--- src/include/ooo_settings.svh ---
`ifndef OOO_SETTINGS_SVH
`define OOO_SETTINGS_SVH

// datapath word width
`define OOO_XLEN 32

// result tag width, one rob index
`define OOO_TAG_W 5

// entries in each reservation station
`define OOO_RS_DEPTH 4

// multiplier pipeline depth
`define OOO_MUL_STAGES 3

`endif

--- src/logic/issue_types_pkg.sv ---
`default_nettype none

`include "ooo_settings.svh"

package issue_types_pkg;

    // producer / destination tag
    typedef logic [`OOO_TAG_W-1:0] tag_t;

    // alu operations, values 6 and 7 unused
    typedef enum logic [2:0] {
        alu_add = 3'd0,
        alu_sub = 3'd1,
        alu_and = 3'd2,
        alu_or  = 3'd3,
        alu_xor = 3'd4,
        alu_slt = 3'd5
    } alu_op_t;

    // multiplier operations
    typedef enum logic [2:0] {
        mul_lo  = 3'd0,
        mul_hi  = 3'd1,
        mul_hsu = 3'd2
    } mul_op_t;

    // same op word, alu station reads .alu and mul station reads .mul
    typedef union packed {
        alu_op_t alu;
        mul_op_t mul;
    } op_u;

    // source operand, either ready data or the tag it waits on
    typedef struct packed {
        logic                 ready;
        tag_t                 tag;
        logic [`OOO_XLEN-1:0] data;
    } src_operand_t;

    // dispatch word and station slot
    typedef struct packed {
        logic         valid;
        op_u          op;
        tag_t         dest;
        src_operand_t src1;
        src_operand_t src2;
    } rs_entry_t;

    // station to unit
    typedef struct packed {
        op_u                  op;
        tag_t                 dest;
        logic [`OOO_XLEN-1:0] src1;
        logic [`OOO_XLEN-1:0] src2;
    } issue_t;

endpackage

`default_nettype wire

--- src/logic/cdb_pkg.sv ---
`default_nettype none

`include "ooo_settings.svh"

package cdb_pkg;

    import issue_types_pkg::*;

    // one peer asking for the bus, held until granted
    typedef struct packed {
        logic                 valid;
        tag_t                 tag;
        logic [`OOO_XLEN-1:0] data;
    } cdb_req_t;

    // registered broadcast
    typedef struct packed {
        logic                 valid;
        tag_t                 tag;
        logic [`OOO_XLEN-1:0] data;
    } cdb_t;

endpackage

`default_nettype wire

--- src/logic/reservation_station.sv ---
`timescale 1ns/1ps
`default_nettype none

`include "ooo_settings.svh"

module reservation_station #(
    parameter int DEPTH = `OOO_RS_DEPTH
) (
    input  logic                       clk,
    input  logic                       rst_n,
    input  issue_types_pkg::rs_entry_t dispatch,
    input  cdb_pkg::cdb_t              cdb,
    input  logic                       flush,
    input  logic                       unit_busy,
    output issue_types_pkg::issue_t    issue,
    output logic                       issue_valid,
    output logic                       rs_available
);
    import issue_types_pkg::*;
    import cdb_pkg::*;

    localparam int IDX_W = (DEPTH > 1) ? $clog2(DEPTH) : 1;
    // age = number of younger valid entries, never above DEPTH-1
    localparam int AGE_W = IDX_W;

    logic [DEPTH-1:0] slot_valid;
    rs_entry_t        slots [DEPTH];
    logic [AGE_W-1:0] age [DEPTH];

    logic             accept;
    logic [IDX_W-1:0] free_idx;
    logic             any_free;
    logic [IDX_W-1:0] sel_idx;
    logic [AGE_W-1:0] sel_age;
    logic             sel_found;
    rs_entry_t        dispatch_woken;

    // capture a matching broadcast into a waiting operand
    function automatic src_operand_t wake(input src_operand_t src, input cdb_t bus);
        src_operand_t woken;
        woken = src;
        if (bus.valid && !src.ready && (bus.tag == src.tag)) begin
            woken.ready = 1'b1;
            woken.data  = bus.data;
        end
        return woken;
    endfunction

    // incoming entry sees the same broadcast as the stored ones
    always_comb begin
        dispatch_woken      = dispatch;
        dispatch_woken.src1 = wake(dispatch.src1, cdb);
        dispatch_woken.src2 = wake(dispatch.src2, cdb);
    end

    always_comb begin
        free_idx  = '0;
        any_free  = 1'b0;
        sel_idx   = '0;
        sel_age   = '0;
        sel_found = 1'b0;
        // walk down so the lowest free slot wins
        for (int i = DEPTH - 1; i >= 0; i--) begin
            if (!slot_valid[i]) begin
                free_idx = IDX_W'(i);
                any_free = 1'b1;
            end
        end
        // oldest ready, strict compare keeps the lower slot on a tie
        for (int i = 0; i < DEPTH; i++) begin
            if (slot_valid[i] && slots[i].src1.ready && slots[i].src2.ready &&
                (!sel_found || (age[i] > sel_age))) begin
                sel_idx   = IDX_W'(i);
                sel_age   = age[i];
                sel_found = 1'b1;
            end
        end
    end

    assign rs_available = any_free;
    assign accept       = dispatch.valid && any_free;
    assign issue_valid  = sel_found && !unit_busy && !flush;

    assign issue.op   = slots[sel_idx].op;
    assign issue.dest = slots[sel_idx].dest;
    assign issue.src1 = slots[sel_idx].src1.data;
    assign issue.src2 = slots[sel_idx].src2.data;

    // slot occupancy and relative age
    always_ff @(posedge clk or negedge rst_n) begin
        if (!rst_n) begin
            slot_valid <= '0;
            for (int i = 0; i < DEPTH; i++) begin
                age[i] <= '0;
            end
        end else if (flush) begin
            slot_valid <= '0;
        end else begin
            for (int i = 0; i < DEPTH; i++) begin
                if (accept && (free_idx == IDX_W'(i))) begin
                    slot_valid[i] <= 1'b1;
                    age[i]        <= '0;
                end else begin
                    // freed on issue, not on broadcast
                    if (issue_valid && (sel_idx == IDX_W'(i))) begin
                        slot_valid[i] <= 1'b0;
                    end
                    // one more younger on accept, one fewer if a younger one leaves
                    age[i] <= age[i] + AGE_W'(accept)
                            - AGE_W'(issue_valid && (age[i] > sel_age));
                end
            end
        end
    end

    // payload and operand wakeup
    always_ff @(posedge clk) begin
        for (int i = 0; i < DEPTH; i++) begin
            if (accept && (free_idx == IDX_W'(i))) begin
                slots[i] <= dispatch_woken;
            end else begin
                slots[i].src1 <= wake(slots[i].src1, cdb);
                slots[i].src2 <= wake(slots[i].src2, cdb);
            end
        end
    end

endmodule

`default_nettype wire

--- src/logic/alu_unit.sv ---
`timescale 1ns/1ps
`default_nettype none

`include "ooo_settings.svh"

module alu_unit (
    input  logic                    clk,
    input  logic                    rst_n,
    input  issue_types_pkg::issue_t issue,
    input  logic                    issue_valid,
    input  logic                    flush,
    input  logic                    grant,
    output logic                    busy,
    output cdb_pkg::cdb_req_t       req
);
    import issue_types_pkg::*;

    logic [`OOO_XLEN-1:0] alu_result;
    logic                 res_valid;
    tag_t                 res_tag;
    logic [`OOO_XLEN-1:0] res_data;

    // alu view of the op word
    always_comb begin
        case (issue.op.alu)
            alu_add: alu_result = issue.src1 + issue.src2;
            alu_sub: alu_result = issue.src1 - issue.src2;
            alu_and: alu_result = issue.src1 & issue.src2;
            alu_or:  alu_result = issue.src1 | issue.src2;
            alu_xor: alu_result = issue.src1 ^ issue.src2;
            // signed compare
            alu_slt: alu_result = `OOO_XLEN'($signed(issue.src1) < $signed(issue.src2));
            default: alu_result = '0;
        endcase
    end

    // result waits here until the bus takes it
    always_ff @(posedge clk or negedge rst_n) begin
        if (!rst_n) begin
            res_valid <= 1'b0;
        end else if (flush) begin
            res_valid <= 1'b0;
        end else if (issue_valid) begin
            res_valid <= 1'b1;
        end else if (grant) begin
            res_valid <= 1'b0;
        end
    end

    always_ff @(posedge clk) begin
        if (issue_valid) begin
            res_tag  <= issue.dest;
            res_data <= alu_result;
        end
    end

    // free again in the grant cycle, so back to back issue works
    assign busy = res_valid && !grant;
    assign req  = '{valid: res_valid, tag: res_tag, data: res_data};

endmodule

`default_nettype wire

--- src/logic/mul_unit.sv ---
`timescale 1ns/1ps
`default_nettype none

`include "ooo_settings.svh"

module mul_unit (
    input  logic                    clk,
    input  logic                    rst_n,
    input  issue_types_pkg::issue_t issue,
    input  logic                    issue_valid,
    input  logic                    flush,
    input  logic                    grant,
    output logic                    busy,
    output cdb_pkg::cdb_req_t       req
);
    import issue_types_pkg::*;

    localparam int XLEN   = `OOO_XLEN;
    localparam int STAGES = `OOO_MUL_STAGES;

    logic [STAGES-1:0]  stage_valid;
    tag_t               stage_tag  [STAGES];
    mul_op_t            stage_op   [STAGES];
    logic [2*XLEN-1:0]  stage_prod [STAGES];

    logic               advance;
    logic [XLEN:0]      a_ext;
    logic [XLEN:0]      b_ext;
    logic [2*XLEN+1:0]  full_prod;

    // one extra bit so hsu can treat src2 as unsigned
    assign a_ext     = {issue.src1[XLEN-1], issue.src1};
    assign b_ext     = (issue.op.mul == mul_hsu) ? {1'b0, issue.src2}
                                                 : {issue.src2[XLEN-1], issue.src2};
    assign full_prod = $signed(a_ext) * $signed(b_ext);

    // whole pipe moves together, stalled by an ungranted tail
    assign advance = !stage_valid[STAGES-1] || grant;
    assign busy    = !advance;

    always_ff @(posedge clk or negedge rst_n) begin
        if (!rst_n) begin
            stage_valid <= '0;
        end else if (flush) begin
            stage_valid <= '0;
        end else if (advance) begin
            stage_valid <= {stage_valid[STAGES-2:0], issue_valid};
        end
    end

    always_ff @(posedge clk) begin
        if (advance) begin
            // full product formed in the first stage
            stage_tag[0]  <= issue.dest;
            stage_op[0]   <= issue.op.mul;
            stage_prod[0] <= full_prod[2*XLEN-1:0];
            for (int i = 1; i < STAGES; i++) begin
                stage_tag[i]  <= stage_tag[i-1];
                stage_op[i]   <= stage_op[i-1];
                stage_prod[i] <= stage_prod[i-1];
            end
        end
    end

    // low half for mul_lo, high half otherwise
    assign req.valid = stage_valid[STAGES-1];
    assign req.tag   = stage_tag[STAGES-1];
    assign req.data  = (stage_op[STAGES-1] == mul_lo) ? stage_prod[STAGES-1][XLEN-1:0]
                                                      : stage_prod[STAGES-1][2*XLEN-1:XLEN];

endmodule

`default_nettype wire

--- src/logic/cdb_arbiter.sv ---
`timescale 1ns/1ps
`default_nettype none

module cdb_arbiter (
    input  logic              clk,
    input  logic              rst_n,
    input  cdb_pkg::cdb_req_t mul_req,
    input  cdb_pkg::cdb_req_t alu_req,
    input  cdb_pkg::cdb_req_t ext_req,
    input  logic              flush,
    output logic              mul_grant,
    output logic              alu_grant,
    output logic              ext_grant,
    output cdb_pkg::cdb_t     cdb
);
    import issue_types_pkg::*;
    import cdb_pkg::*;

    cdb_req_t             winner;
    logic                 bcast_valid;
    tag_t                 bcast_tag;
    logic [$bits(winner.data)-1:0] bcast_data;

    // fixed priority mul > alu > ext, nothing granted while flushing
    always_comb begin
        mul_grant = 1'b0;
        alu_grant = 1'b0;
        ext_grant = 1'b0;
        if (!flush) begin
            if (mul_req.valid) begin
                mul_grant = 1'b1;
            end else if (alu_req.valid) begin
                alu_grant = 1'b1;
            end else if (ext_req.valid) begin
                ext_grant = 1'b1;
            end
        end
    end

    assign winner = mul_grant ? mul_req : (alu_grant ? alu_req : ext_req);

    // broadcast one cycle after the grant
    always_ff @(posedge clk or negedge rst_n) begin
        if (!rst_n) begin
            bcast_valid <= 1'b0;
        end else begin
            bcast_valid <= mul_grant || alu_grant || ext_grant;
        end
    end

    always_ff @(posedge clk) begin
        bcast_tag  <= winner.tag;
        bcast_data <= winner.data;
    end

    assign cdb = '{valid: bcast_valid, tag: bcast_tag, data: bcast_data};

endmodule

`default_nettype wire

--- src/logic/issue_cluster.sv ---
`timescale 1ns/1ps
`default_nettype none

`include "ooo_settings.svh"

module issue_cluster (
    input  logic                       clk,
    input  logic                       rst_n,
    input  logic                       flush,
    input  issue_types_pkg::rs_entry_t alu_dispatch,
    input  issue_types_pkg::rs_entry_t mul_dispatch,
    input  cdb_pkg::cdb_req_t          ext_req,
    output logic                       ext_grant,
    output logic                       alu_rs_available,
    output logic                       mul_rs_available,
    output cdb_pkg::cdb_t              cdb
);
    import issue_types_pkg::*;
    import cdb_pkg::*;

    // station to unit
    issue_t   alu_issue;
    issue_t   mul_issue;
    logic     alu_issue_valid;
    logic     mul_issue_valid;
    logic     alu_busy;
    logic     mul_busy;

    // unit to arbiter
    cdb_req_t alu_req;
    cdb_req_t mul_req;
    logic     alu_grant;
    logic     mul_grant;

    reservation_station #(
        .DEPTH (`OOO_RS_DEPTH)
    ) alu_rs_i (
        .clk          (clk),
        .rst_n        (rst_n),
        .dispatch     (alu_dispatch),
        .cdb          (cdb),
        .flush        (flush),
        .unit_busy    (alu_busy),
        .issue        (alu_issue),
        .issue_valid  (alu_issue_valid),
        .rs_available (alu_rs_available)
    );

    reservation_station #(
        .DEPTH (`OOO_RS_DEPTH)
    ) mul_rs_i (
        .clk          (clk),
        .rst_n        (rst_n),
        .dispatch     (mul_dispatch),
        .cdb          (cdb),
        .flush        (flush),
        .unit_busy    (mul_busy),
        .issue        (mul_issue),
        .issue_valid  (mul_issue_valid),
        .rs_available (mul_rs_available)
    );

    alu_unit alu_unit_i (
        .clk         (clk),
        .rst_n       (rst_n),
        .issue       (alu_issue),
        .issue_valid (alu_issue_valid),
        .flush       (flush),
        .grant       (alu_grant),
        .busy        (alu_busy),
        .req         (alu_req)
    );

    mul_unit mul_unit_i (
        .clk         (clk),
        .rst_n       (rst_n),
        .issue       (mul_issue),
        .issue_valid (mul_issue_valid),
        .flush       (flush),
        .grant       (mul_grant),
        .busy        (mul_busy),
        .req         (mul_req)
    );

    // one bus shared by both units and the load return
    cdb_arbiter cdb_arbiter_i (
        .clk       (clk),
        .rst_n     (rst_n),
        .mul_req   (mul_req),
        .alu_req   (alu_req),
        .ext_req   (ext_req),
        .flush     (flush),
        .mul_grant (mul_grant),
        .alu_grant (alu_grant),
        .ext_grant (ext_grant),
        .cdb       (cdb)
    );

endmodule

`default_nettype wire

--- config.mk ---
export PLATFORM = sky130hd
export DESIGN_NAME = issue_cluster
export DESIGN_NICKNAME = d
export VERILOG_FILES = /design/src/logic/issue_types_pkg.sv /design/src/logic/cdb_pkg.sv /design/src/logic/reservation_station.sv /design/src/logic/alu_unit.sv /design/src/logic/mul_unit.sv /design/src/logic/cdb_arbiter.sv /design/src/logic/issue_cluster.sv
export VERILOG_INCLUDE_DIRS = /design/src /design/src/include
export SDC_FILE = /design/constraint.sdc
export NUM_CORES = 2
export LEC_CHECK = 0
export BUFFER_PORTS_ARGS = -buffer_cell sky130_fd_sc_hd__buf_2
export CAP_MARGIN = 20
export CORE_ASPECT_RATIO = 1.4
export CORE_MARGIN = 8
export CORE_UTILIZATION = 58
export DETAILED_ROUTE_END_ITERATION = 10
export PLACE_DENSITY = 0.78
export SLEW_MARGIN = 20
export SYNTH_ARGS = -nofsm -noshare
export SYNTH_HDL_FRONTEND = slang
export SYNTH_SLANG_ARGS = --single-unit
--- constraint.sdc ---
create_clock -name clk -period 14.2 [get_ports clk]
set_input_delay 2.84 -clock clk [delete_from_list [all_inputs] [get_ports clk]]
set_output_delay 2.84 -clock clk [all_outputs]
set_load 0.1 [all_outputs]
== Word-level counts from Yosys, hierarchy flattened ==
Memory sizes are Yosys's and may differ from the RTL's.
Cells that the tools add are included.

* Memories: 5
* Register bits: 103
* Logic and storage cells: 464
* Memory bits (writable): 896

* Bitwise gates (word level): 19
* $mul: 1
* Reduce and logical (&&, ||, !) cells: 148
* Eq/ne operators: 38
* Add/sub/neg operators: 18
* Muxes and demuxes: 197
* Order comparisons: 15

{| class="wikitable"
|+ Memory list
! memory !! words !! bits a word !! rd ports !! clocked after Yosys merged registers in !! wr ports !! line !! RTL
|-
| alu_rs_i.slots || 4 || 85 || 5 || 0 || 4 || reservation_station.sv:27 || <nowiki>rs_entry_t slots [DEPTH];</nowiki>
|-
| mul_rs_i.slots || 4 || 85 || 5 || 0 || 4 || reservation_station.sv:27 ||
|-
| mul_unit_i.stage_prod || 3 || 64 || 3 || 0 || 3 || mul_unit.sv:24 || <nowiki>logic [2*XLEN-1:0] stage_prod [STAGES];</nowiki>
|-
| mul_unit_i.stage_tag || 3 || 5 || 3 || 0 || 3 || mul_unit.sv:22 || <nowiki>tag_t stage_tag [STAGES];</nowiki>
|-
| mul_unit_i.stage_op || 3 || 3 || 3 || 0 || 3 || mul_unit.sv:23 || <nowiki>mul_op_t stage_op [STAGES];</nowiki>
|}

{| class="wikitable"
|+ Operator list
! kind !! count
|-
| $mux 32 || 37
|-
| $mux 38 || 16
|-
| $pmux 32 s6 || 1
|-
| $mux 1 || 108
|-
| $eq 5x5->1 || 20
|-
| $logic_and 1x1->1 || 93
|-
| $mux 37 || 2
|-
| $mul 32x33->64 || 1
|-
| $mux 2 || 28
|-
| $mux 33 || 1
|-
| $add 32x32->32 || 1
|-
| $and 32x32->32 || 1
|-
| $lt 32x32->1 || 1
|-
| $or 32x32->32 || 1
|-
| $sub 32x32->32 || 1
|-
| $xor 32x32->32 || 1
|-
| $logic_not 1->1 || 30
|-
| $gt 2x2->1 || 14
|-
| $reduce_bool 3->1 || 9
|-
| $add 2x1->2 || 8
|-
| $eq 2x2->1 const B || 8
|-
| $or 1x1->1 || 16
|-
| $sub 2x1->2 || 8
|-
| $eq 3x2->1 const B || 3
|-
| 9 further kinds || 27
|}

== Depth between registers and ports, before layout ==
An unclocked memory read counts as a cell.

* Depth after elaboration: 22
* Gate-level depth with buffers: 57
* Depth with buffers taken out: 47

== Modules after synthesis ==
A second synthesis with hierarchy kept.

* Cells, all modules: 7640
* Area, all modules: 86659.4 µm²

{| class="wikitable"
|+ By module, submodules not included
! module !! times used !! seq. area each (µm²) !! cells each !! area each (µm²)
|-
| mul_unit || 1 || 6561.3 || 4168 || 43769.5
|-
| reservation_station at alu_rs_i || 1 || 10309.9 || 1200 || 17247.8
|-
| reservation_station at mul_rs_i || 1 || 10309.9 || 1200 || 17111.4
|-
| alu_unit || 1 || 1136.1 || 853 || 6511.2
|-
| cdb_arbiter || 1 || 765.7 || 219 || 2019.4
|}

== Worst setup path after synthesis ==
OpenSTA, ideal clock, no wires.

* Path kind: flip-flop to flip-flop
* Start point: reg mul_rs_i.slot_valid[0]
* End point: mem mul_unit_i.stage_prod[0][60] (netlist name) (data pin)
* Path slack: 0.991 ns
* Period minus slack after synthesis: 13.209 ns
* Arrival: 12.940 ns
* Buffers on the path: 11
* Stages on the path, launching flop included: 53
* Cells stage by stage: dfrtp_1 -> and3_1 -> nand2_1 -> ha_1 -> nor2b_1 -> o21ai_0 -> a21oi_2 -> buf_2 -> buf_2 -> buf_2 -> mux2_2 -> ha_1 -> nand2_1 -> o21ai_0 -> a21oi_1 -> clkbuf_1 -> buf_2 -> buf_1 -> [17 not listed] -> fa_1 -> clkbuf_1 -> clkbuf_1 -> inv_1 -> fa_1 -> inv_1 -> fa_1 -> fa_1 -> fa_1 -> ha_1 -> inv_1 -> nor2_1 -> nand3_1 -> o211ai_1 -> a41oi_1 -> nand2b_1 -> o31ai_1 -> xor2_1

{| class="wikitable"
|+ RTL lines
! item !! line !! RTL
|-
| start: declaration || reservation_station.sv:26 || <nowiki>logic [DEPTH-1:0] slot_valid;</nowiki>
|-
| start signal: assignment || reservation_station.sv:92 || <nowiki>slot_valid <= '0;</nowiki>
|-
| start signal: assignment || reservation_station.sv:97 || <nowiki>slot_valid <= '0;</nowiki>
|-
| start signal: indexed assignment || reservation_station.sv:101 || <nowiki>slot_valid[i] <= 1'b1;</nowiki>
|-
| end: declaration || mul_unit.sv:24 ||
|}

==> results.ini <==
[outcome]
status=finished, final reports clean

[synth]
ys_seq_area_share_pct=34.6
syn_inst=7575
ys.flop_type=edfxtp_1
synth_area_sq_um=84000
synth_edf_count=909
synthTopCellsByArea=edfxtp_1 33%, fa_1 26%, mux2_2 7.6%
ys_ff_latch=991
synth_top_area_cell=edfxtp_1
synth_common_cells=1,096 x fa_1, 1,075 x inv_1, 909 x edfxtp_1, 764 x nor2_1, 723 x nand2_1
synthArstFlopShare_pct=2.93
synth.most_common_cell=fa_1
synth.top_cell.area_share_pct=32.5
ys_types=93
yosys_warnings=0
syn-num-nets=9214
avgSynthCellArea_sq_um=11.1

[global_routing]
grt_max_degree=115
globalRouteOverflowTotal=0
grt_usage_pct=36.4
grt_first_pass_wirelength_um=417000
antenna_found_initial=57
first_global_vias=64500

[worst_setup_path]
rr_endpoint=mul_unit_i.stage_prod[0][62]$_DFFE_PP_
required_ps=14630
crit_path_max_fanout=27
cp_common_cell=fa_1
critPathBufInv=4
startpoint=mul_rs_i.slot_valid[0]$_DFFE_PN0P_
cpLargestDelayFamily=adder cells
reg2reg_slack_ps=500
cp-end-kind=register
cpPeakStageDelay_ps=940
arrival_ps=14130
path_class=reg2reg
worstSetupStartpointType=register
rr_startpoint=mul_rs_i.slot_valid[0]$_DFFE_PN0P_
r2r_cells=42
slowest_stage=fa_1

[sta]
final-hold-violation-count=0
rsz0062_at_grt=no
relSlewSlack_pct=21.3
clock.fmax_ghz=0.0730
setup-tns-final_ps=0
worst_slack_ps=505
setup_viol=0
skew_ps=41.3
worstMarginPinSlew_ps=1160
timing.hold.ws_ps=386
maxSlewViolCount=0
post-route-period-util_pct=96.4
post-route-min-period_ps=13700

[finish]
final_util_pct=63.2
drive_above_1_share_pct=16.5
multi_input_area_sq_um=49700
fin_nets=9331
syn_to_final_growth_pct=8.51
seqCellArea_sq_um=29100
fillers=11100

[floorplanning]
die_area_sq_um=157000
fp.dieW_um=338
ios=252
coreArea_sq_um=144000
num_rows=165
initial_core_util_pct=58.3
fp.dieH_um=466

[hold_path]
whs_path_depth=0
hp-start=mul_unit_i.stage_prod[0][50]$_DFFE_PP_
hold_path_end=mul_unit_i.stage_prod[0][114]$_DFFE_PP_
min_path_type=reg2reg

[job]
maxCapViolCount=0

[detailed_routing]
via_per_inst=6.35
vias=61800
ant_nets=0
drcViolationCount=0
drt_iter0_drc=6723
wl_um=289000
wl_per_cell_um=29.7
first_pass_iters=8

[placement]
gp_congestion=1.02
hpwl_um=214000
pre_cts_slack_ps=743
numPortBuffers=251

[clock_tree]
h-tree-depth=3
clk_path_buf_depth=3
cts_buffers=87
clock-root-buffer=clkbuf_16
cts_tree=yes
cts.sinks=991
clkTransAtPathRegs_ps=70
worst_skew_pair.late_latency_ps=720
post_cts_hold_buffer_count=0

-- how the worst max path moves through the flow --
| stage | endpoint | cells after the start |
|---|---|---|
| detailed placement | mul_unit_i.stage_prod[0][62]$_DFFE_PP_ | 43 |
| CTS | mul_unit_i.stage_prod[0][62]$_DFFE_PP_ | 44 |
| global placement | mul_unit_i.stage_prod[0][62]$_DFFE_PP_ | 43 |
| finish | mul_unit_i.stage_prod[0][62]$_DFFE_PP_ | 42 |
| floorplan | mul_unit_i.stage_prod[0][60]$_DFFE_PP_ | 52 |
| global route | mul_unit_i.stage_prod[0][62]$_DFFE_PP_ | 45 |
-- logic make-up after synthesis --
group	Yosys count	share of synthesized area, %
adders and majority gates	1428	31.1
muxes	713	9.35
DFF	991	34.6
xor gates and xnor gates	175	1.83
and+or+nand+nor	1785	8.80
buffers and inverters	1488	6.76
AOI/OAI and AO/OA	995	7.57
-- flip-flops by register name (all words and copies together) (netlist names) --
| signal | count |
|---|---|
| alu_rs_i.age | 8 |
| alu_rs_i.slot_valid | 4 |
| alu_rs_i.slots | 336 |
| alu_unit_i.res_data | 32 |
| alu_unit_i.res_tag | 5 |
| alu_unit_i.res_valid | 1 |
| cdb_arbiter_i.bcast_data | 32 |
| cdb_arbiter_i.bcast_tag | 5 |
| cdb_arbiter_i.bcast_valid | 1 |
| mul_rs_i.age | 8 |
| mul_rs_i.slot_valid | 4 |
| mul_rs_i.slots | 336 |
| mul_unit_i.stage_op | 9 |
| mul_unit_i.stage_prod | 192 |
| mul_unit_i.stage_tag | 15 |
| mul_unit_i.stage_valid | 3 |
-- final cells by class --
type	count	area share, %
Antenna cell	51	0.140
Clock buffer	120	2.68
Clock inverter	43	0.614
Inverter	1080	4.45
Multi-Input combinational cell	5096	54.6
Sequential cell	991	31.9
Tap cell	1920	2.64
Timing Repair Buffer	436	2.98
-- per-layer routing --
layer / share of wire, % / GRT usage [%] / wire (um) / vias to the layer above
met4: 10 / 29.2 / 29300 / 16
met1: 31 / 40.3 / 90500 / 31000
met5: 0.039 / 0 / 113 / -
met2: 47 / 59.1 / 136000 / 4107
li1: - / - / - / 25400
met3: 11 / 9.46 / 32700 / 1262
-- through the flow --
step | cells | instance area [sq um]
2_1_floorplan | 7575 | 84000
3_3_place_gp | 9520 | 87900
6_report | 9737 | 91100
4_1_cts | 9683 | 90900
5_1_grt | 9702 | 91000
3_5_place_dp | 9520 | 87900
-- repair_timing --
item | in CTS | in global routing
resized for setup | 0 | 2
setup buffers | 0 | 3
hold endpoints to repair | 0 | 0
setup endpoints to repair | 0 | 4
-- layout by cell type (no fill, tap or decap), types with 17 or more instances in the layout --
master        n
a211oi_1     71
a21o_1       41
a21oi_1     270
a22oi_1      17
a31oi_1      45
buf_2       251
buf_4       179
clkbuf_1     19
clkbuf_16    87
dfrtp_1      29
dfxtp_1      53
diode_2      51
edfxtp_1    909
fa_1       1096
ha_1        332
inv_1      1075
mux2_2      567
mux2i_1     115
mux2i_2      24
nand2_1     714
nand2b_1     26
nand3_1      41
nand4_1      38
nor2_1      751
nor2b_1      55
nor3_1       39
o211ai_1     33
o21ai_0     171
o21bai_1     25
o22ai_1     148
o31ai_1      23
or2_2        20
xnor2_1     121
xor2_1       54
Power is not shown: default switching activity piles up to over one toggle a cycle in this logic, so the estimate is an artifact.
